### config.mk
export PLATFORM = sky130hd
export DESIGN_NAME = main_mem_rd_port_flat
export DESIGN_NICKNAME = d
export VERILOG_FILES = /design/src/common/main_mem_pkg.sv /design/src/common/bank_port_if.sv /design/src/hw/main_mem/main_mem_rd_port.sv /design/src/flat_wrapper.sv
export SDC_FILE = /design/constraint.sdc
export NUM_CORES = 1
export LEC_CHECK = 0
export BUFFER_PORTS_ARGS = -buffer_cell sky130_fd_sc_hd__buf_2
export CORE_AREA = 2 2 450 452
export CTS_CLUSTER_SIZE = 16
export DETAILED_ROUTE_END_ITERATION = 8
export DIE_AREA = 0 0 452 454
export PLACE_DENSITY = 0.3
export SYNTH_ARGS = -nofsm -noshare
export SYNTH_HDL_FRONTEND = slang
export SYNTH_SLANG_ARGS = --single-unit
### constraint.sdc
create_clock -name clk -period 3.2 [get_ports clk]
set_clock_uncertainty 0.15 [all_clocks]
set_input_delay 0.32 -clock clk [delete_from_list [all_inputs] [get_ports clk]]
set_output_delay 0.32 -clock clk [all_outputs]
set_load 0.02 [all_outputs]
### src/common/main_mem_pkg.sv
package main_mem_pkg;

  ////////////////////////////////////////////////////////////
  // geometry

  localparam int N_LANES = 8;
  localparam int LANE_W  = 64;
  localparam int BYTE_W  = 8;
  localparam int N_COLS  = 512;
  localparam int COL_W   = 9;
  localparam int ELEM_W  = 16;
  localparam int INDEX_W = 14;
  localparam int B_COLS  = 336; // matrix B columns per lane

  localparam logic [COL_W-1:0] OFF_B         = 9'd0;
  localparam logic [COL_W-1:0] OFF_SS_STATE  = 9'd420;
  localparam logic [COL_W-1:0] OFF_RNG_STATE = 9'd426;
  localparam logic [COL_W-1:0] OFF_SALT      = 9'd427;
  localparam logic [COL_W-1:0] OFF_SEED_SE   = 9'd428;
  localparam logic [COL_W-1:0] OFF_PKH       = 9'd429;
  localparam logic [COL_W-1:0] OFF_K         = 9'd431;

  typedef enum logic [2:0] {
    b_row, b_col, ss_state, rng_state, salt, seed_se, pkh, k
  } mem_mode_e;

  typedef struct packed {
    logic [COL_W-1:0]   column;
    logic [N_LANES-1:0] lane_en;
    logic [N_LANES-1:0] byte_en;
  } bank_req_t;

  ////////////////////////////////////////////////////////////
  // address mapping and index stepping

  function automatic logic [COL_W-1:0] region_offset(input mem_mode_e mode);
    case (mode)
      ss_state:  return OFF_SS_STATE;
      rng_state: return OFF_RNG_STATE;
      salt:      return OFF_SALT;
      seed_se:   return OFF_SEED_SE;
      pkh:       return OFF_PKH;
      k:         return OFF_K;
      default:   return OFF_B; // both B views
    endcase
  endfunction

  function automatic bank_req_t map_access(input mem_mode_e mode,
                                           input logic [INDEX_W-1:0] index);
    bank_req_t req;
    case (mode)
      b_row: begin
        req.column  = region_offset(mode) + index[8:0];
        req.lane_en = N_LANES'(1) << index[11:9];
        req.byte_en = '1;
      end
      b_col: begin
        req.column  = region_offset(mode) + index[11:3];
        req.lane_en = index[0] ? 8'hf0 : 8'h0f; // half bank
        req.byte_en = N_LANES'(3) << {index[2:1], 1'b0}; // one 16-bit slot
      end
      default: begin
        req.column  = region_offset(mode) + index[11:3];
        req.lane_en = N_LANES'(1) << index[2:0];
        req.byte_en = '1;
      end
    endcase
    return req;
  endfunction

  function automatic logic [INDEX_W-1:0] last_index(input mem_mode_e mode);
    case (mode)
      b_row:                    return INDEX_W'((N_LANES - 1) * N_COLS + B_COLS - 1);
      b_col:                    return INDEX_W'(N_LANES * B_COLS - 1);
      ss_state:                 return INDEX_W'(24);
      rng_state, salt, seed_se: return INDEX_W'(7);
      default:                  return INDEX_W'(3); // pkh, k
    endcase
  endfunction

  function automatic logic [INDEX_W-1:0] step_index(input mem_mode_e mode,
                                                    input logic [INDEX_W-1:0] index);
    if (mode == b_row && index[COL_W-1:0] == COL_W'(B_COLS - 1)) begin
      return {index[INDEX_W-1:COL_W] + 1'b1, {COL_W{1'b0}}}; // next lane, column 0
    end
    return index + 1'b1;
  endfunction

endpackage
### src/common/bank_port_if.sv
`timescale 1ns/1ps

interface bank_port_if;

  logic                      en;  // request strobe, no handshake
  main_mem_pkg::bank_req_t   req;

  // per-lane words, write side
  logic [main_mem_pkg::N_LANES-1:0][main_mem_pkg::LANE_W-1:0] wdata;

  // per-lane words, read side, two cycles after en
  logic [main_mem_pkg::N_LANES-1:0][main_mem_pkg::LANE_W-1:0] rdata;

  modport producer (
    output en,
    output req,
    output wdata,
    input  rdata
  );

  modport bank (
    input  en,
    input  req,
    input  wdata,
    output rdata
  );

endinterface

### src/hw/main_mem/main_mem_rd_port.sv
`timescale 1ns/1ps

module main_mem_rd_port (
  input  logic                                clk,
  input  logic                                i_rst,
  input  logic                                i_en,
  input  main_mem_pkg::mem_mode_e             i_mode,
  input  logic [main_mem_pkg::INDEX_W-1:0]    i_index,
  output logic [main_mem_pkg::INDEX_W-1:0]    o_index_next,
  output logic                                o_has_next,
  output logic                                o_valid,
  output logic [main_mem_pkg::LANE_W-1:0]     o_data,
  bank_port_if.producer                       bank
);

  localparam int N_LANES = main_mem_pkg::N_LANES;
  localparam int LANE_W  = main_mem_pkg::LANE_W;
  localparam int ELEM_W  = main_mem_pkg::ELEM_W;
  localparam int HALF    = N_LANES / 2;
  localparam int N_SLOTS = LANE_W / ELEM_W;

  logic                    en_d1;
  logic                    en_d2;
  main_mem_pkg::mem_mode_e mode_d1;
  main_mem_pkg::mem_mode_e mode_d2;
  logic [LANE_W-1:0]       row_merge;
  logic [LANE_W-1:0]       col_merge;

  ////////////////////////////////////////////////////////////
  // request

  assign bank.en    = i_en;
  assign bank.req   = main_mem_pkg::map_access(i_mode, i_index);
  assign bank.wdata = '0; // read side carries no write data

  assign o_index_next = main_mem_pkg::step_index(i_mode, i_index);
  assign o_has_next   = i_index != main_mem_pkg::last_index(i_mode);

  ////////////////////////////////////////////////////////////
  // mode follows the read pipeline

  always_ff @(posedge clk) begin
    if (i_rst) begin
      en_d1   <= 1'b0;
      en_d2   <= 1'b0;
      mode_d1 <= main_mem_pkg::b_row;
      mode_d2 <= main_mem_pkg::b_row;
    end else begin
      en_d1   <= i_en;
      en_d2   <= en_d1;
      mode_d1 <= i_mode;
      mode_d2 <= mode_d1;
    end
  end

  assign o_valid = en_d2;

  ////////////////////////////////////////////////////////////
  // lane merge, disabled bytes arrive as zero

  always_comb begin
    row_merge = '0;
    for (int l = 0; l < N_LANES; l++) begin
      row_merge |= bank.rdata[l]; // one lane at most
    end
  end

  // element r gathers every slot of lanes r and r+4
  always_comb begin
    col_merge = '0;
    for (int r = 0; r < HALF; r++) begin
      for (int s = 0; s < N_SLOTS; s++) begin
        col_merge[r*ELEM_W +: ELEM_W] |= bank.rdata[r][s*ELEM_W +: ELEM_W]
                                       | bank.rdata[r+HALF][s*ELEM_W +: ELEM_W];
      end
    end
  end

  assign o_data = (mode_d2 == main_mem_pkg::b_col) ? col_merge : row_merge;

endmodule

### src/flat_wrapper.sv
// flat-port wrapper written by rule: the top's interface ports become plain ports
module main_mem_rd_port_flat 
  (clk, i_rst, i_en, i_mode, i_index, o_index_next, o_has_next, o_valid, o_data, bank_en, bank_req, bank_wdata, bank_rdata);
  bank_port_if bank_i ();
  input  logic clk;
  input  logic i_rst;
  input  logic i_en;
  input  main_mem_pkg::mem_mode_e i_mode;
  input  logic [main_mem_pkg::INDEX_W-1:0] i_index;
  output logic [main_mem_pkg::INDEX_W-1:0] o_index_next;
  output logic o_has_next;
  output logic o_valid;
  output logic [main_mem_pkg::LANE_W-1:0] o_data;
  output wire logic [$bits(bank_i.en)-1:0] bank_en;
  output wire logic [$bits(bank_i.req)-1:0] bank_req;
  output wire logic [$bits(bank_i.wdata)-1:0] bank_wdata;
  input wire logic [$bits(bank_i.rdata)-1:0] bank_rdata;
  assign bank_en = bank_i.en;
  assign bank_req = bank_i.req;
  assign bank_wdata = bank_i.wdata;
  assign bank_i.rdata = bank_rdata;
  main_mem_rd_port u_core (.clk(clk), .i_rst(i_rst), .i_en(i_en), .i_mode(i_mode), .i_index(i_index), .o_index_next(o_index_next), .o_has_next(o_has_next), .o_valid(o_valid), .o_data(o_data), .bank(bank_i));
endmodule
After elaboration in Yosys (flattened, before gate mapping). Index checks and enable logic that the tools add are counted.

Add/sub/neg operators: 5. Equal/unequal tests: 10. Shift operators: 3. Mux-type cells: 11. Bitwise gates (word level): 35. Reductions and logical operators: 4.

Operators with widths (number): OR 16 bit (28); OR 64 bit (7); 2-to-1 mux 64 bit (1); one-hot mux 9 bit (6 select lines) (1); one-hot mux 25 bit (2 select lines) (1); one-hot mux 12 bit (4 select lines) (1); 2-to-1 mux 14 bit (2); adder 9 bit (3); 2-to-1 mux 9 bit (3); << shifter 1 x 3 -> 8 bit, first input constant (2); adder 14 x 1 -> 14 bit, second input constant (1); inequality test 14 x 12 -> 1 bit (1); == test 3 bit, second input constant (4); == test 9 bit, second input constant (1); 2-to-1 mux 8 bit (1); << shifter 2 x 3 -> 8 bit, first input constant (1); == test 3 x 1 -> 1 bit, second input constant (2); == test 3 x 2 -> 1 bit, second input constant (2); adder 5 x 1 -> 5 bit, second input constant (1); logical NOT 3 bit (1); OR reduction 3 bit (1); OR reduction 2 bit (1); logical AND 1 bit (1); 2-to-1 mux 1 bit (1).

Bits in registers: 8. Input bits: 532. Output and inout bits: 618. Word-level logic and storage cells: 72.

Depth between registers and ports, before layout.
Depth after elaboration: 8. Mapped depth: 10. Mapped depth without buffers: 9.

Worst setup path before layout. OpenSTA, ideal clock, no wires.

Path kind: in2out. Start point: input port i_mode[1]. End point: output port bank_req[23]. Arrival time: 2.429 ns. Required time: 2.730 ns. Path slack: 0.301 ns. Stages on the path: 9. Path buffers: 1. Cell sequence: buf_2 > nor2_4 > clkinv_1 > ha_1 > a31oi_1 > inv_1 > o311a_1 > xnor2_1 > mux2i_1.

Longest elaborated chain between the ends: 5. Elaborated cells on any way between the ends: 16. Those cells by class: add/sub: 3; eq/ne: 7; mux: 5; reduce/logical: 1.

Ends and longest elaborated chain: start: declaration (RTL line flat_wrapper.sv:8) `input main_mem_pkg::mem_mode_e i_mode;`; == test 3 bit / == test 3 x 2 -> 1 bit (equally long branches) (RTL line main_mem_pkg.sv:37) `case (mode)`; one-hot mux 9 bit (6 select lines) (RTL line main_mem_pkg.sv:37); 2-to-1 mux 9 bit (RTL line main_mem_pkg.sv:51) `case (mode)`; adder 9 bit, on equally long branches (RTL line main_mem_pkg.sv:63, main_mem_pkg.sv:53, main_mem_pkg.sv:58); one-hot mux 25 bit (2 select lines) * (RTL line main_mem_pkg.sv:51); end: declaration (RTL line flat_wrapper.sv:15) `output wire logic [$bits(bank_i.req)-1:0] bank_req;`.

Mark *: on every way between the ends. The rest lies on a longest branch, timed or not. The select of a mux whose other input is x is not followed.

Worst setup path after layout.
Start point: input port i_mode[2]. End point: output port bank_req[23].

The elaborated chain is that of the path after synthesis.

==> impl_metrics.tcl <==
set metrics [dict create \
    worstSetupEndpointType "output pin" \
    htreeDepth 1 \
    place_inst 4487 \
    maxCapViolations 0 \
    ys_seq_area_frac 0.0205 \
    grtUsageMet3 0.0182 \
    timing.final.ws_setup_ns 0.193 \
    routedWlPerCell_um 18.0 \
    syn-instance-count 1173 \
    critPathArrivalTime_ns 2.54 \
    relSlewSlack 0.503 \
    peakVddDrop_mv 0.121 \
    path_cells "buf_2 -> buf_4 -> nor2_4 -> clkinv_1 -> ha_1 -> a31oi_2 -> inv_1 -> o311a_1 -> xnor2_1 -> mux2i_1 -> buf_2" \
    avgSynthCellArea_um2 6.66 \
    finalCritPeriodShare 0.940 \
    tns_ns 0 \
    first_pass_iters 4 \
    synth.most_common_cell "buf_4" \
    dp_slack_ns 0.146 \
    yosys-top-cells-count "buf_4 (517), nor2_1 (187), nand4_1 (102), a211o_1 (65), nand3_1 (41)" \
    die-area_mm2 0.205 \
    slowest_delay_ns 0.36 \
    grt.busiest_layer "met2" \
    antenna_left 0 \
    place_congestion 0.878 \
    synth-seq-cells 8 \
    crit_family "buffers and inverters" \
    cts-root-buf "clkbuf_16" \
    p_leak_uw 0.00541 \
    maxSlewViolCount 0 \
    die-height_um 454 \
    vias_per_cell 2.14 \
    grt_pass1_vias 8024 \
    status "finished, final reports clean" \
    final_nets 2366 \
    dieWidth_um 452 \
    worst_pin_slew_ns 0.742 \
    use_met1 0.0746 \
    drive_above_1_share 0.382 \
    synth_top_flop_cell "dfxtp_1" \
    yosysTopAreaCellShare 0.497 \
    fin_crit_ns 3.01 \
    drcViolationCount 0 \
    path_class "in2out" \
    via_count 9641 \
    required_ns 2.73 \
    synth_edf_count 0 \
    timing.fmax_mhz 333 \
    postCtsSetupRepairBufs 0 \
    hold_path_class "in2reg" \
    drt_wl_total_um 81100 \
    startpoint_type "input pin" \
    setup_viol 0 \
    antenna_found_initial 70 \
    yosysTopAreaCell "buf_4" \
    slowest_stage "ha_1" \
    cts_tree "yes" \
    path_clk_slew_ns 0.04 \
    clk_path_buf_depth 2 \
    area_delta_synth_final_pct 64.0 \
    cts_sinks 8 \
    hold_viol 0 \
    postCtsHoldBufs 0 \
    grt_util_met2 0.146 \
    rsz0062_at_grt "no" \
    yosys_warnings 0 \
    grt_max_degree 27 \
    drtIter0Drc 490 \
    track_usage 0.0723 \
    io_pins 1150 \
    core-area_mm2 0.201 \
    initial_core_util 0.0389 \
    path_common_cell "buf_2" \
    insertion_delay_ns 0.24 \
    fin_cells 4509 \
    portBuffers 637 \
    rows 165 \
    critPathMaxFanout 9 \
    overflow 0 \
    grt_first_pass_wirelength_um 93700 \
    power.density_mw_per_mm2 149 \
    path_buf_inv 5 \
    dp_hpwl_um 77400 \
    ys_async_sr_fraction 0 \
    yosys-top-cells-area "buf_4 (50%), nor2_1 (9.0%), nand4_1 (8.2%)" \
    syn_area_mm2 0.00781 \
    ys_types 50 \
    numCtsBuffers 3 \
]
==> flip-flops by register name (all words and copies together), names as in the netlist <==
register / cells
u_core.mode_d2: 3
u_core.o_valid: 1
u_core.mode_d1: 3
u_core.en_d1: 1
==> report_power, final <==
| part | leakage (uW) | internal (uW) | total [uW] | switching [uW] |
|---|---|---|---|---|
| logic | 0.00530 | 431 | 1590 | 1150 |
| registers | 0.0000662 | 105 | 106 | 1.26 |
| clock network | 0.0000371 | 162 | 222 | 59.6 |
==> metrics by stage <==
stage | utilization | hold slack [ns] | total power, uW | cell area [um^2]
after floorplan | - | 0.237 | 1470 | 9730
final | 0.0638 | 0.241 | 1910 | 12800
after CTS | 0.0635 | 0.235 | 1940 | 12800
after global placement | 0.0631 | 0.278 | 1720 | 12700
after global routing | 0.0637 | 0.240 | 2060 | 12800
after detailed placement | 0.0631 | 0.285 | 1710 | 12700
==> repair_timing <==
action	in CTS	in global routing
resized for setup	0	1
endpoints found under the hold margin	0	0
setup endpoints to repair	0	1
==> layout make-up <==
type,instances,area [um^2]
antenna,19,47.5
clock buffer,3,75.1
fill,24000,188000
inverter,13,48.8
multi-input combinational,1117,5560
sequential,8,160
tap,2672,3340
timing repair buffer,677,3580
==> final timing paths <==
kind / from / to / slack (ns) / depth (start not counted)
worst min register to register: u_core.mode_d1[0] / u_core.mode_d2[0] / 0.29 / 1
worst max register to register: u_core.mode_d1[2] / u_core.mode_d2[2] / 2.53 / 1
worst max-delay path: i_mode[2] / bank_req[23] / 0.19 / 11
worst min-delay path: i_en / u_core.en_d1 / 0.24 / 2
==> cells in the final DEF, fill, tap and decap left out, types with 7 or more instances in the layout <==
cell / Yosys / final
nand4_1: 102 / 102
xnor2_1: 13 / 13
a21oi_1: 12 / 12
diode_2: 0 / 19
dfxtp_1: 8 / 8
nor2_1: 187 / 187
xor2_1: 13 / 13
nand2_1: 31 / 30
nand3_1: 41 / 41
nor4_1: 32 / 28
a31oi_1: 10 / 9
ha_1: 14 / 14
conb_1: 1 / 512
buf_2: 5 / 632
buf_4: 517 / 39
mux2i_1: 9 / 9
o21ai_0: 21 / 21
inv_1: 12 / 12
a211o_1: 65 / 65
nor3_1: 7 / 7
==> cell families after synthesis <==
family | after synthesis | synth area share
simple gates | 424 | 0.267
buf+inv | 559 | 0.519
xor+xnor | 26 | 0.0291
fa+ha+maj | 14 | 0.0224
other cells | 1 | 0.000480
flops | 8 | 0.0205
compound gates | 131 | 0.129
mux | 10 | 0.0130
==> per-layer routing <==
layer / up-vias / share of wire
li1: 4365 / -
met1: 4485 / 0.33
met2: 634 / 0.57
met3: 123 / 0.080
met4: 34 / 0.019
met5: - / 0.0028
No activity file was read; power rests on OpenSTA's default activity.
