<file path="config.mk">
export PLATFORM = sky130hd
export DESIGN_NAME = main_mem_wr_port_flat
export DESIGN_NICKNAME = d
export VERILOG_FILES = /design/src/common/main_mem_pkg.sv /design/src/common/bank_port_if.sv /design/src/hw/main_mem/main_mem_wr_port.sv /design/src/flat_wrapper.sv
export SDC_FILE = /design/constraint.sdc
export NUM_CORES = 1
export LEC_CHECK = 0
export BUFFER_PORTS_ARGS = -buffer_cell sky130_fd_sc_hd__buf_2
export CORE_AREA = 5 5 444 446
export DETAILED_ROUTE_END_ITERATION = 8
export DIE_AREA = 0 0 449 451
export PLACE_DENSITY = 0.3
export SYNTH_ARGS = -nofsm -noshare
export SYNTH_HDL_FRONTEND = slang
export SYNTH_SLANG_ARGS = --single-unit
</file>
<file path="constraint.sdc">
create_clock -name vclk -period 8.9
set_clock_uncertainty 0.2 [all_clocks]
set_input_delay 1.335 -clock vclk [all_inputs]
set_output_delay 1.335 -clock vclk [all_outputs]
set_load 0.01 [all_outputs]
</file>
<file path="src/common/main_mem_pkg.sv">
package main_mem_pkg;

  ////////////////////////////////////////////////////////////
  // geometry

  localparam int N_LANES = 8;
  localparam int LANE_W  = 64;
  localparam int BYTE_W  = 8;
  localparam int N_COLS  = 512;
  localparam int COL_W   = 9;
  localparam int ELEM_W  = 16;
  localparam int INDEX_W = 14;
  localparam int B_COLS  = 336; // matrix B columns per lane

  localparam logic [COL_W-1:0] OFF_B         = 9'd0;
  localparam logic [COL_W-1:0] OFF_SS_STATE  = 9'd420;
  localparam logic [COL_W-1:0] OFF_RNG_STATE = 9'd426;
  localparam logic [COL_W-1:0] OFF_SALT      = 9'd427;
  localparam logic [COL_W-1:0] OFF_SEED_SE   = 9'd428;
  localparam logic [COL_W-1:0] OFF_PKH       = 9'd429;
  localparam logic [COL_W-1:0] OFF_K         = 9'd431;

  typedef enum logic [2:0] {
    b_row, b_col, ss_state, rng_state, salt, seed_se, pkh, k
  } mem_mode_e;

  typedef struct packed {
    logic [COL_W-1:0]   column;
    logic [N_LANES-1:0] lane_en;
    logic [N_LANES-1:0] byte_en;
  } bank_req_t;

  ////////////////////////////////////////////////////////////
  // address mapping and index stepping

  function automatic logic [COL_W-1:0] region_offset(input mem_mode_e mode);
    case (mode)
      ss_state:  return OFF_SS_STATE;
      rng_state: return OFF_RNG_STATE;
      salt:      return OFF_SALT;
      seed_se:   return OFF_SEED_SE;
      pkh:       return OFF_PKH;
      k:         return OFF_K;
      default:   return OFF_B; // both B views
    endcase
  endfunction

  function automatic bank_req_t map_access(input mem_mode_e mode,
                                           input logic [INDEX_W-1:0] index);
    bank_req_t req;
    case (mode)
      b_row: begin
        req.column  = region_offset(mode) + index[8:0];
        req.lane_en = N_LANES'(1) << index[11:9];
        req.byte_en = '1;
      end
      b_col: begin
        req.column  = region_offset(mode) + index[11:3];
        req.lane_en = index[0] ? 8'hf0 : 8'h0f; // half bank
        req.byte_en = N_LANES'(3) << {index[2:1], 1'b0}; // one 16-bit slot
      end
      default: begin
        req.column  = region_offset(mode) + index[11:3];
        req.lane_en = N_LANES'(1) << index[2:0];
        req.byte_en = '1;
      end
    endcase
    return req;
  endfunction

  function automatic logic [INDEX_W-1:0] last_index(input mem_mode_e mode);
    case (mode)
      b_row:                    return INDEX_W'((N_LANES - 1) * N_COLS + B_COLS - 1);
      b_col:                    return INDEX_W'(N_LANES * B_COLS - 1);
      ss_state:                 return INDEX_W'(24);
      rng_state, salt, seed_se: return INDEX_W'(7);
      default:                  return INDEX_W'(3); // pkh, k
    endcase
  endfunction

  function automatic logic [INDEX_W-1:0] step_index(input mem_mode_e mode,
                                                    input logic [INDEX_W-1:0] index);
    if (mode == b_row && index[COL_W-1:0] == COL_W'(B_COLS - 1)) begin
      return {index[INDEX_W-1:COL_W] + 1'b1, {COL_W{1'b0}}}; // next lane, column 0
    end
    return index + 1'b1;
  endfunction

endpackage
</file>
<file path="src/common/bank_port_if.sv">
`timescale 1ns/1ps

interface bank_port_if;

  logic                      en;  // request strobe, no handshake
  main_mem_pkg::bank_req_t   req;

  // per-lane words, write side
  logic [main_mem_pkg::N_LANES-1:0][main_mem_pkg::LANE_W-1:0] wdata;

  // per-lane words, read side, two cycles after en
  logic [main_mem_pkg::N_LANES-1:0][main_mem_pkg::LANE_W-1:0] rdata;

  modport producer (
    output en,
    output req,
    output wdata,
    input  rdata
  );

  modport bank (
    input  en,
    input  req,
    input  wdata,
    output rdata
  );

endinterface

</file>
<file path="src/hw/main_mem/main_mem_wr_port.sv">
`timescale 1ns/1ps

module main_mem_wr_port (
  input  logic                                i_en,
  input  main_mem_pkg::mem_mode_e             i_mode,
  input  logic [main_mem_pkg::INDEX_W-1:0]    i_index,
  input  logic [main_mem_pkg::LANE_W-1:0]     i_data,
  output logic [main_mem_pkg::INDEX_W-1:0]    o_index_next,
  output logic                                o_has_next,
  bank_port_if.producer                       bank
);

  localparam int HALF     = main_mem_pkg::N_LANES / 2;
  localparam int N_SLOTS  = main_mem_pkg::LANE_W / main_mem_pkg::ELEM_W;
  localparam int ELEM_W   = main_mem_pkg::ELEM_W;

  ////////////////////////////////////////////////////////////
  // request

  assign bank.en  = i_en;
  assign bank.req = main_mem_pkg::map_access(i_mode, i_index);

  assign o_index_next = main_mem_pkg::step_index(i_mode, i_index);
  assign o_has_next   = i_index != main_mem_pkg::last_index(i_mode);

  ////////////////////////////////////////////////////////////
  // lane data

  // column writes: lanes r and r+4 both carry element r in every slot,
  // byte enables then pick the slot and lane enables pick the half
  for (genvar l = 0; l < main_mem_pkg::N_LANES; l++) begin : g_lane
    localparam int ELEM = l % HALF;

    logic [ELEM_W-1:0] col_elem;

    assign col_elem = i_data[ELEM*ELEM_W +: ELEM_W];

    assign bank.wdata[l] = (i_mode == main_mem_pkg::b_col) ? {N_SLOTS{col_elem}}
                                                           : i_data; // row and cells
  end

endmodule

</file>
<file path="src/flat_wrapper.sv">
// flat-port wrapper written by rule: the top's interface ports become plain ports
module main_mem_wr_port_flat 
  (i_en, i_mode, i_index, i_data, o_index_next, o_has_next, bank_en, bank_req, bank_wdata, bank_rdata);
  bank_port_if bank_i ();
  input  logic i_en;
  input  main_mem_pkg::mem_mode_e i_mode;
  input  logic [main_mem_pkg::INDEX_W-1:0] i_index;
  input  logic [main_mem_pkg::LANE_W-1:0] i_data;
  output logic [main_mem_pkg::INDEX_W-1:0] o_index_next;
  output logic o_has_next;
  output wire logic [$bits(bank_i.en)-1:0] bank_en;
  output wire logic [$bits(bank_i.req)-1:0] bank_req;
  output wire logic [$bits(bank_i.wdata)-1:0] bank_wdata;
  input wire logic [$bits(bank_i.rdata)-1:0] bank_rdata;
  assign bank_en = bank_i.en;
  assign bank_req = bank_i.req;
  assign bank_wdata = bank_i.wdata;
  assign bank_i.rdata = bank_rdata;
  main_mem_wr_port u_core (.i_en(i_en), .i_mode(i_mode), .i_index(i_index), .i_data(i_data), .o_index_next(o_index_next), .o_has_next(o_has_next), .bank(bank_i));
endmodule
</file>
# Word-level counts from Yosys, hierarchy flattened
# Index checks and enable logic that the tools add are counted.
dict set report totals {
  word_cells 35
  reg_bits 0
  output_inout_bits 553
}
dict set report classes {
  shifts 3
  add_sub_neg 5
  reduce_logical 4
  muxes 14
  n_eq_ne 9
}
# cell n
set op_table {}
lappend op_table {{$mux W64} 3}
lappend op_table {{$pmux W9 S6} 1}
lappend op_table {{$pmux W25 S2} 1}
lappend op_table {{$mux W48} 1}
lappend op_table {{$pmux W12 S4} 1}
lappend op_table {{$mux W14} 2}
lappend op_table {{$add A9 B9 Y9} 3}
lappend op_table {{$mux W9} 3}
lappend op_table {{$shl A1 B3 Y8 const A} 2}
lappend op_table {{$add A14 B1 Y14 const B} 1}
lappend op_table {{$ne A14 B12 Y1} 1}
lappend op_table {{$eq A3 B3 Y1 const B} 4}
lappend op_table {{$eq A9 B9 Y1 const B} 1}
lappend op_table {{$mux W8} 1}
lappend op_table {{$shl A2 B3 Y8 const A} 1}
lappend op_table {{$eq A3 B2 Y1 const B} 2}
lappend op_table {{$add A5 B1 Y5 const B} 1}
lappend op_table {{$eq A3 B1 Y1 const B} 1}
lappend op_table {{$logic_not A3 Y1} 1}
lappend op_table {{$reduce_or A3 Y1} 1}
lappend op_table {{$reduce_or A2 Y1} 1}
lappend op_table {{$logic_and A1 B1 Y1} 1}
lappend op_table {{$mux W1} 1}

# Depth between registers and ports, before layout
# Gate-level depths: netlist of run 1.
dict set report depth {
  word_depth 5
  depth_mapped 13
  mapped_depth_nobuf 9
}

# Worst setup path before layout of run 1
# OpenSTA, ideal clock, no wires.
dict set report synth_path {
  path_type {in2out}
  start {in i_mode[1]}
  end {out bank_req[24]}
  setup_slack_ns 3.847
  arrival_time_ns 3.518
  t_required_ns 7.365
  stages 13
  path_cell_list {buf_6 > buf_4 > nand2b_1 > buf_2 > clkbuf_1 > and2_1 > ha_1 > ha_1 > nor3_1 > a32o_1 > o21ai_1 > mux2i_1 > nor3b_1}
}
dict set report synth_via {
  elab_chain_cells 5
  word_cells_on_any_way 16
}
# item line_no
set synth_rtl {}
lappend synth_rtl {{start: declaration} flat_wrapper.sv:6} ;# input main_mem_pkg::mem_mode_e i_mode;
lappend synth_rtl {{$eq A3 B3 Y1 or $eq A3 B2 Y1 (tied branches)} main_mem_pkg.sv:37} ;# case (mode)
lappend synth_rtl {{$pmux W9 S6} main_mem_pkg.sv:37}
lappend synth_rtl {{$mux W9} main_mem_pkg.sv:51} ;# case (mode)
lappend synth_rtl {{$add A9 B9 Y9, on equally long branches} {main_mem_pkg.sv:63, main_mem_pkg.sv:53, main_mem_pkg.sv:58}}
lappend synth_rtl {{$pmux W25 S2 *} main_mem_pkg.sv:51}
lappend synth_rtl {{end: declaration} flat_wrapper.sv:12} ;# output wire logic [$bits(bank_i.req)-1:0] bank_req;
# Mark *: on every way between the ends. The rest lies on a longest branch, timed or not. The select of a mux whose other input is x is not followed.

# Worst setup path after layout of run 1
dict set report layout_path {
  start {in i_mode[0]}
  end {out bank_req[22]}
}
# Same word-level chain as after synthesis.

==> results of run 1 <==
## cell type report
class                      count  area share, %
inverter                       4          0.163
tap                         2526           34.2
timing repair buffer         638           34.8
antenna                       19          0.515
multi-input combinational    531           30.3
## critical path, delay by kind of cell
| family | cells | cell delay (ps) |
|---|---|---|
| muxes | 1 | 90 |
| xor gates and xnor gates | 1 | 180 |
| AOI/OAI and AO/OA | 3 | 620 |
| adders and majority gates | 2 | 450 |
| buffers and inverters | 2 | 690 |
| and+or+nand+nor | 2 | 1070 |
## through the flow
| step | hold WS (ps) | setup slack, ps | cells |
|---|---|---|---|
| 2_1_floorplan | 2550 | 3850 | 912 |
| 3_3_place_gp | 2470 | 2770 | 3699 |
| 3_5_place_dp | 2470 | 2840 | 3699 |
| 4_1_cts | 2470 | 2830 | 3699 |
| 5_1_grt | 2470 | 2610 | 3699 |
| 6_report | 2470 | 2890 | 3718 |
## Yosys cell counts (all sizes together), types with 2 or more instances
master  count
a211oi      2
a21boi      2
a21oi      14
a311o       2
a31oi       4
a32o        2
and2        4
and3        6
buf       351
clkbuf     26
ha         14
inv         4
mux2i       6
nand2     221
nand2b      7
nand3      77
nand4       5
nor2       20
nor3        5
o211ai      2
o21a        2
o21ai      78
o21bai      2
o22ai       7
o31ai       2
o32ai       4
or2         2
or3         2
xnor2       7
xor2       17
## worst paths after layout
check / to / cells past startpoint / startpoint / slack [ps]
worst min-delay path: bank_en / 0 / i_en / 2470
worst max-delay path: bank_req[22] / 11 / i_mode[0] / 2890
## layer usage
| metal | wire [µm] | GRT usage [%] | vias up | share of wire (%) |
|---|---|---|---|---|
| li1 | - | - | 3251 | - |
| met1 | 32700 | 9.25 | 3662 | 37 |
| met2 | 40300 | 13.5 | 610 | 46 |
| met3 | 13100 | 4.95 | 68 | 15 |
| met4 | 1360 | 0.843 | 16 | 1.6 |
| met5 | 115 | 0 | - | 0.13 |
## cell families after synthesis
| family | Yosys count |
|---|---|
| buffers and inverters | 381 |
| and+or+nand+nor | 355 |
| AOI/OAI and AO/OA | 131 |
| xor gates and xnor gates | 24 |
| adders and majority gates | 14 |
| muxes | 7 |
==> results_dict.tcl, run 1 <==
set metrics [dict create \
    status "finished, final reports clean" \
    synthCells 912 \
    postRouteWirelength_um 87600 \
    muxShareOfSynthArea_pct 1.30 \
    cp-start-kind "input port" \
    grt_pass1_vias 7138 \
    start_util_pct 2.85 \
    path_cells "buf_4 > nand2b_4 > and2_1 > ha_1 > ha_1 > o21ai_0 > a21oi_2 > o31ai_1 > xor2_1 > mux2i_1 > buf_2" \
    antenna_found_initial 38 \
    avgSynthCellArea_um2 6.01 \
    vias 7607 \
    post-route-util_pct 4.80 \
    synthAdderAreaFrac_pct 3.20 \
    rows 161 \
    max_freq_mhz 166 \
    drive_gt1_share_pct 55.2 \
    critical-path-max-stage-delay_ps 640 \
    grt_setup_unrepaired "false" \
    crit_required_ps 7360 \
    cp_common_cell "ha_1" \
    hold_viol 0 \
    cp-end-kind "output port" \
    avgRoutedWirePerCell_um 23.5 \
    syn-num-nets 1520 \
    register_area_um2 0 \
    slowest_stage "nand2b_4" \
    ios 1147 \
    die_area_mm2 0.202 \
    hold_buffers 0 \
    path_max_fanout 67 \
    drv_cap 0 \
    postCtsSetupRepairBufs 0 \
    synth_top_area_share_pct 44.8 \
    crit_arrival_ps 4470 \
    setup_viol 0 \
    yosys.area.top_type "buf_4" \
    grt_overflow 0 \
    final_common_cell "buf_2" \
    core-area_mm2 0.192 \
    slew_headroom_pct 34.2 \
    numPortBuffers 633 \
    grt_max_degree 73 \
    synth_top_family_by_area "buffers and inverters" \
    fill_cells 23100 \
    die_x_um 449 \
    drc 0 \
    final_cell_mix "631 x buf_2, 221 x nand2_1, 77 x nand3_1" \
    ant_nets 0 \
    synth_cell_types 53 \
    drt_pass1_iterations 6 \
    die_y_um 451 \
    yosys_warnings 0 \
    synth_area_mm2 0.00548 \
    areaGrowthSynthToFinish_pct 68.6 \
    worst-setup-path-type "input port to output port" \
    synth-xor-area-share_pct 3.84 \
    dp_hpwl_um 82200 \
    ys_top_cells_by_area "buf_4 45%, nand2_1 15%, nand3_1 7.0%" \
    grt_util_all_layers_pct 8.14 \
    clock_buffers 0 \
    multiInputGateArea_mm2 0.00280 \
    period_needed_ps 6010 \
    finalCritPeriodShare_pct 67.5 \
    yosysSeqAreaShare_pct 0 \
    nets 1783 \
    setup_tns_ps 0 \
    stdcell_area_mm2 0.00923 \
    drt-initial-drc-count 591 \
    grt_pass1_wl_um 104000 \
    synth_compound_area_share_pct 14.6 \
    placed_area_mm2 0.00919 \
    hp-class "input port to output port" \
    worst_pin_slew_ps 987 \
    post_cts_resized 0 \
    synthSimpleGateAreaFrac_pct 28.0 \
    drv_slew 0 \
    viasPerCell 2.05 \
    gp_congestion 0.853 \
    nFlopsAndLatches 0 \
]
==> run 2, diff against run 1 <==
CORE_AREA = 5 5 441 443   (was 5 5 444 446)
DIE_AREA = 0 0 446 448   (was 0 0 449 451)
clock period = 5.3 ns   (was 8.9 ns; I/O delays follow)
==> results_dict.tcl, run 2 (synthesized netlist as in run 1, its figures left out) <==
set metrics [dict create \
    viasPerCell 2.04 \
    grt_max_degree 82 \
    drc 0 \
    areaGrowthSynthToFinish_pct 68.2 \
    post_cts_resized 0 \
    vias 7547 \
    final_common_cell "buf_2" \
    worst_pin_slew_ps 1080 \
    finalCritPeriodShare_pct 77.3 \
    dp_hpwl_um 77500 \
    nFlopsAndLatches 0 \
    hp-class "input port to output port" \
    ant_nets 0 \
    core-area_mm2 0.190 \
    drive_gt1_share_pct 55.3 \
    cp-end-kind "output port" \
    postRouteWirelength_um 82700 \
    final_cell_mix "631 x buf_2, 221 x nand2_1, 77 x nand3_1" \
    grt_pass1_vias 6682 \
    setup_tns_ps 0 \
    dp.cells 3685 \
    antenna_found_initial 49 \
    wl_met1_um 33900 \
    route.met2.wl_um 37200 \
    hold_buffers 0 \
    path_max_fanout 66 \
    hold_viol 0 \
    status "finished, final reports clean" \
    die_y_um 448 \
    nets 1784 \
    gp_congestion 0.852 \
    drv_cap 0 \
    drt-initial-drc-count 590 \
    top_layer "met5" \
    avgRoutedWirePerCell_um 22.4 \
    fin_cells 3696 \
    grt_util_all_layers_pct 7.57 \
    crit_required_ps 4300 \
    clock_buffers 0 \
    pre_cts_ws_ps 1200 \
    drt_pass1_iterations 5 \
    setup_viol 0 \
    numPortBuffers 633 \
    grt_setup_unrepaired "false" \
    postCtsSetupRepairBufs 0 \
    wl_met3_um 10300 \
    drv_slew 0 \
    start_util_pct 2.89 \
    die_x_um 446 \
    cp-start-kind "input port" \
    grt_overflow 0 \
    slew_headroom_pct 27.5 \
    die_area_mm2 0.200 \
    period_needed_ps 4100 \
    worst-setup-path-type "input port to output port" \
    max_freq_mhz 244 \
    rows 160 \
    ios 1147 \
    register_area_um2 0 \
    crit_arrival_ps 3100 \
    grt_pass1_wl_um 94300 \
    fin_ws_ps 1200 \
]
## run 2: routing by layer
layer | vias up | global-route usage, %
li1 | 3251 | -
met1 | 3638 | 9.69
met2 | 570 | 12.0
met3 | 74 | 3.50
met4 | 14 | 0.692
met5 | - | 0
## run 2: worst max-delay path, cell delays in order
cell,delay [ps]
buf_2,320
nand2b_4,210
buf_4,530
o21ai_0,320
nand2_1,210
buf_2,460
## run 2: final cells by class
type | instances | area, µm²
Antenna cell | 11 | 27.5
Fill cell | 22700 | 180000
Inverter | 4 | 15.0
Multi-Input combinational cell | 531 | 2800
Tap cell | 2511 | 3140
Timing Repair Buffer | 639 | 3230
## run 2: path summary, 6_finish.rpt
| check | cells after the start | end | from | slack (ps) |
|---|---|---|---|---|
| setup / recovery | 6 | bank_wdata[464] | i_mode[1] | 1200 |
| hold / removal | 0 | bank_en | i_en | 1390 |
## run 2: stage by stage
step | hold WS (ps) | cell area, µm² | util, %
2_1_floorplan | 1470 | 5480 | -
3_3_place_gp | 1390 | 9190 | 4.85
3_5_place_dp | 1390 | 9190 | 4.85
4_1_cts | 1390 | 9190 | 4.85
5_1_grt | 1390 | 9190 | 4.85
6_report | 1390 | 9220 | 4.86
==> run 3, diff against run 2 <==
CORE_AREA = 5 5 448 450   (was 5 5 441 443)
DIE_AREA = 0 0 453 455   (was 0 0 446 448)
clock period = 3.8 ns   (was 5.3 ns; I/O delays follow)
==> results_dict.tcl, run 3 (synthesized netlist as in run 1, its figures left out) <==
set metrics [dict create \
    postCtsSetupRepairBufs 0 \
    crit_arrival_ps 2770 \
    grt_setup_unrepaired "false" \
    cp-start-kind "input port" \
    ios 1147 \
    period_needed_ps 3540 \
    register_area_um2 0 \
    postRouteWirelength_um 84500 \
    post_cts_resized 0 \
    vias 7590 \
    slew_headroom_pct 39.9 \
    grt_pass1_wl_um 96600 \
    path_max_fanout 64 \
    core-area_mm2 0.196 \
    worst_pin_slew_ps 902 \
    grt_util_all_layers_pct 7.52 \
    die_x_um 453 \
    ant_nets 0 \
    antenna_found_initial 44 \
    numPortBuffers 633 \
    clock_buffers 0 \
    status "finished, final reports clean" \
    final_cell_mix "631 x buf_2, 221 x nand2_1, 77 x nand3_1" \
    drc 0 \
    drt_pass1_iterations 5 \
    max_freq_mhz 282 \
    die_area_mm2 0.206 \
    grt_overflow 0 \
    crit_required_ps 3030 \
    die_y_um 455 \
    dp_hpwl_um 79600 \
    nFlopsAndLatches 0 \
    rows 163 \
    drive_gt1_share_pct 56.1 \
    areaGrowthSynthToFinish_pct 74.4 \
    hp-class "input port to output port" \
    grt_max_degree 71 \
    grt_pass1_vias 6734 \
    cp-end-kind "output port" \
    avgRoutedWirePerCell_um 22.0 \
    gp_congestion 0.802 \
    worst-setup-path-type "input port to output port" \
    drv_cap 0 \
    drv_slew 0 \
    setup_tns_ps 0 \
    finalCritPeriodShare_pct 93.2 \
    final_common_cell "buf_2" \
    start_util_pct 2.79 \
    viasPerCell 1.97 \
    drt-initial-drc-count 617 \
    nets 1807 \
    hold_buffers 0 \
    setup_viol 0 \
    hold_viol 0 \
]
## run 3: cell count changes in the layout (fill, tap and decap cells not counted), sizes merged
| cell | previous run | this run |
|---|---|---|
| buf | 639 | 662 |
| diode | 11 | 8 |
## run 3: through the flow
step	hold WS (ps)	setup slack, ps	area, µm²	instances	utilization (%)
floorplan	1020	277	5480	912	-
global placement	940	242	9530	3837	4.86
detailed placement	940	303	9530	3837	4.86
CTS	940	283	9530	3837	4.86
global route	940	117	9530	3837	4.86
finish	940	259	9550	3845	4.87
## run 3: path summary, 6_finish.rpt
path	from	end	slack, ps	cells past startpoint
min	i_en	bank_en	940	0
max	i_mode[2]	bank_wdata[465]	260	6
## run 3: layer usage
layer,vias to the layer above,part of all wire [%],GRT usage (%)
met5,-,0.027,0
met4,4,0.62,0.195
met3,46,11,2.82
met2,558,46,12.2
met1,3706,43,10.0
li1,3276,-,-
## run 3: worst max-delay path, cell delays in order
cell and delay, ps:
buf_4 100, buf_4 220, buf_4 700, o21ai_0 340, nand2_1 220, buf_2 480
## run 3: layout make-up
class / count / area, µm²
Antenna cell: 8 / 20.0
Tap cell: 2640 / 3300
Multi-Input combinational cell: 531 / 2800
Inverter: 4 / 15.0
Fill cell: 23600 / 187000
Timing Repair Buffer: 662 / 3420
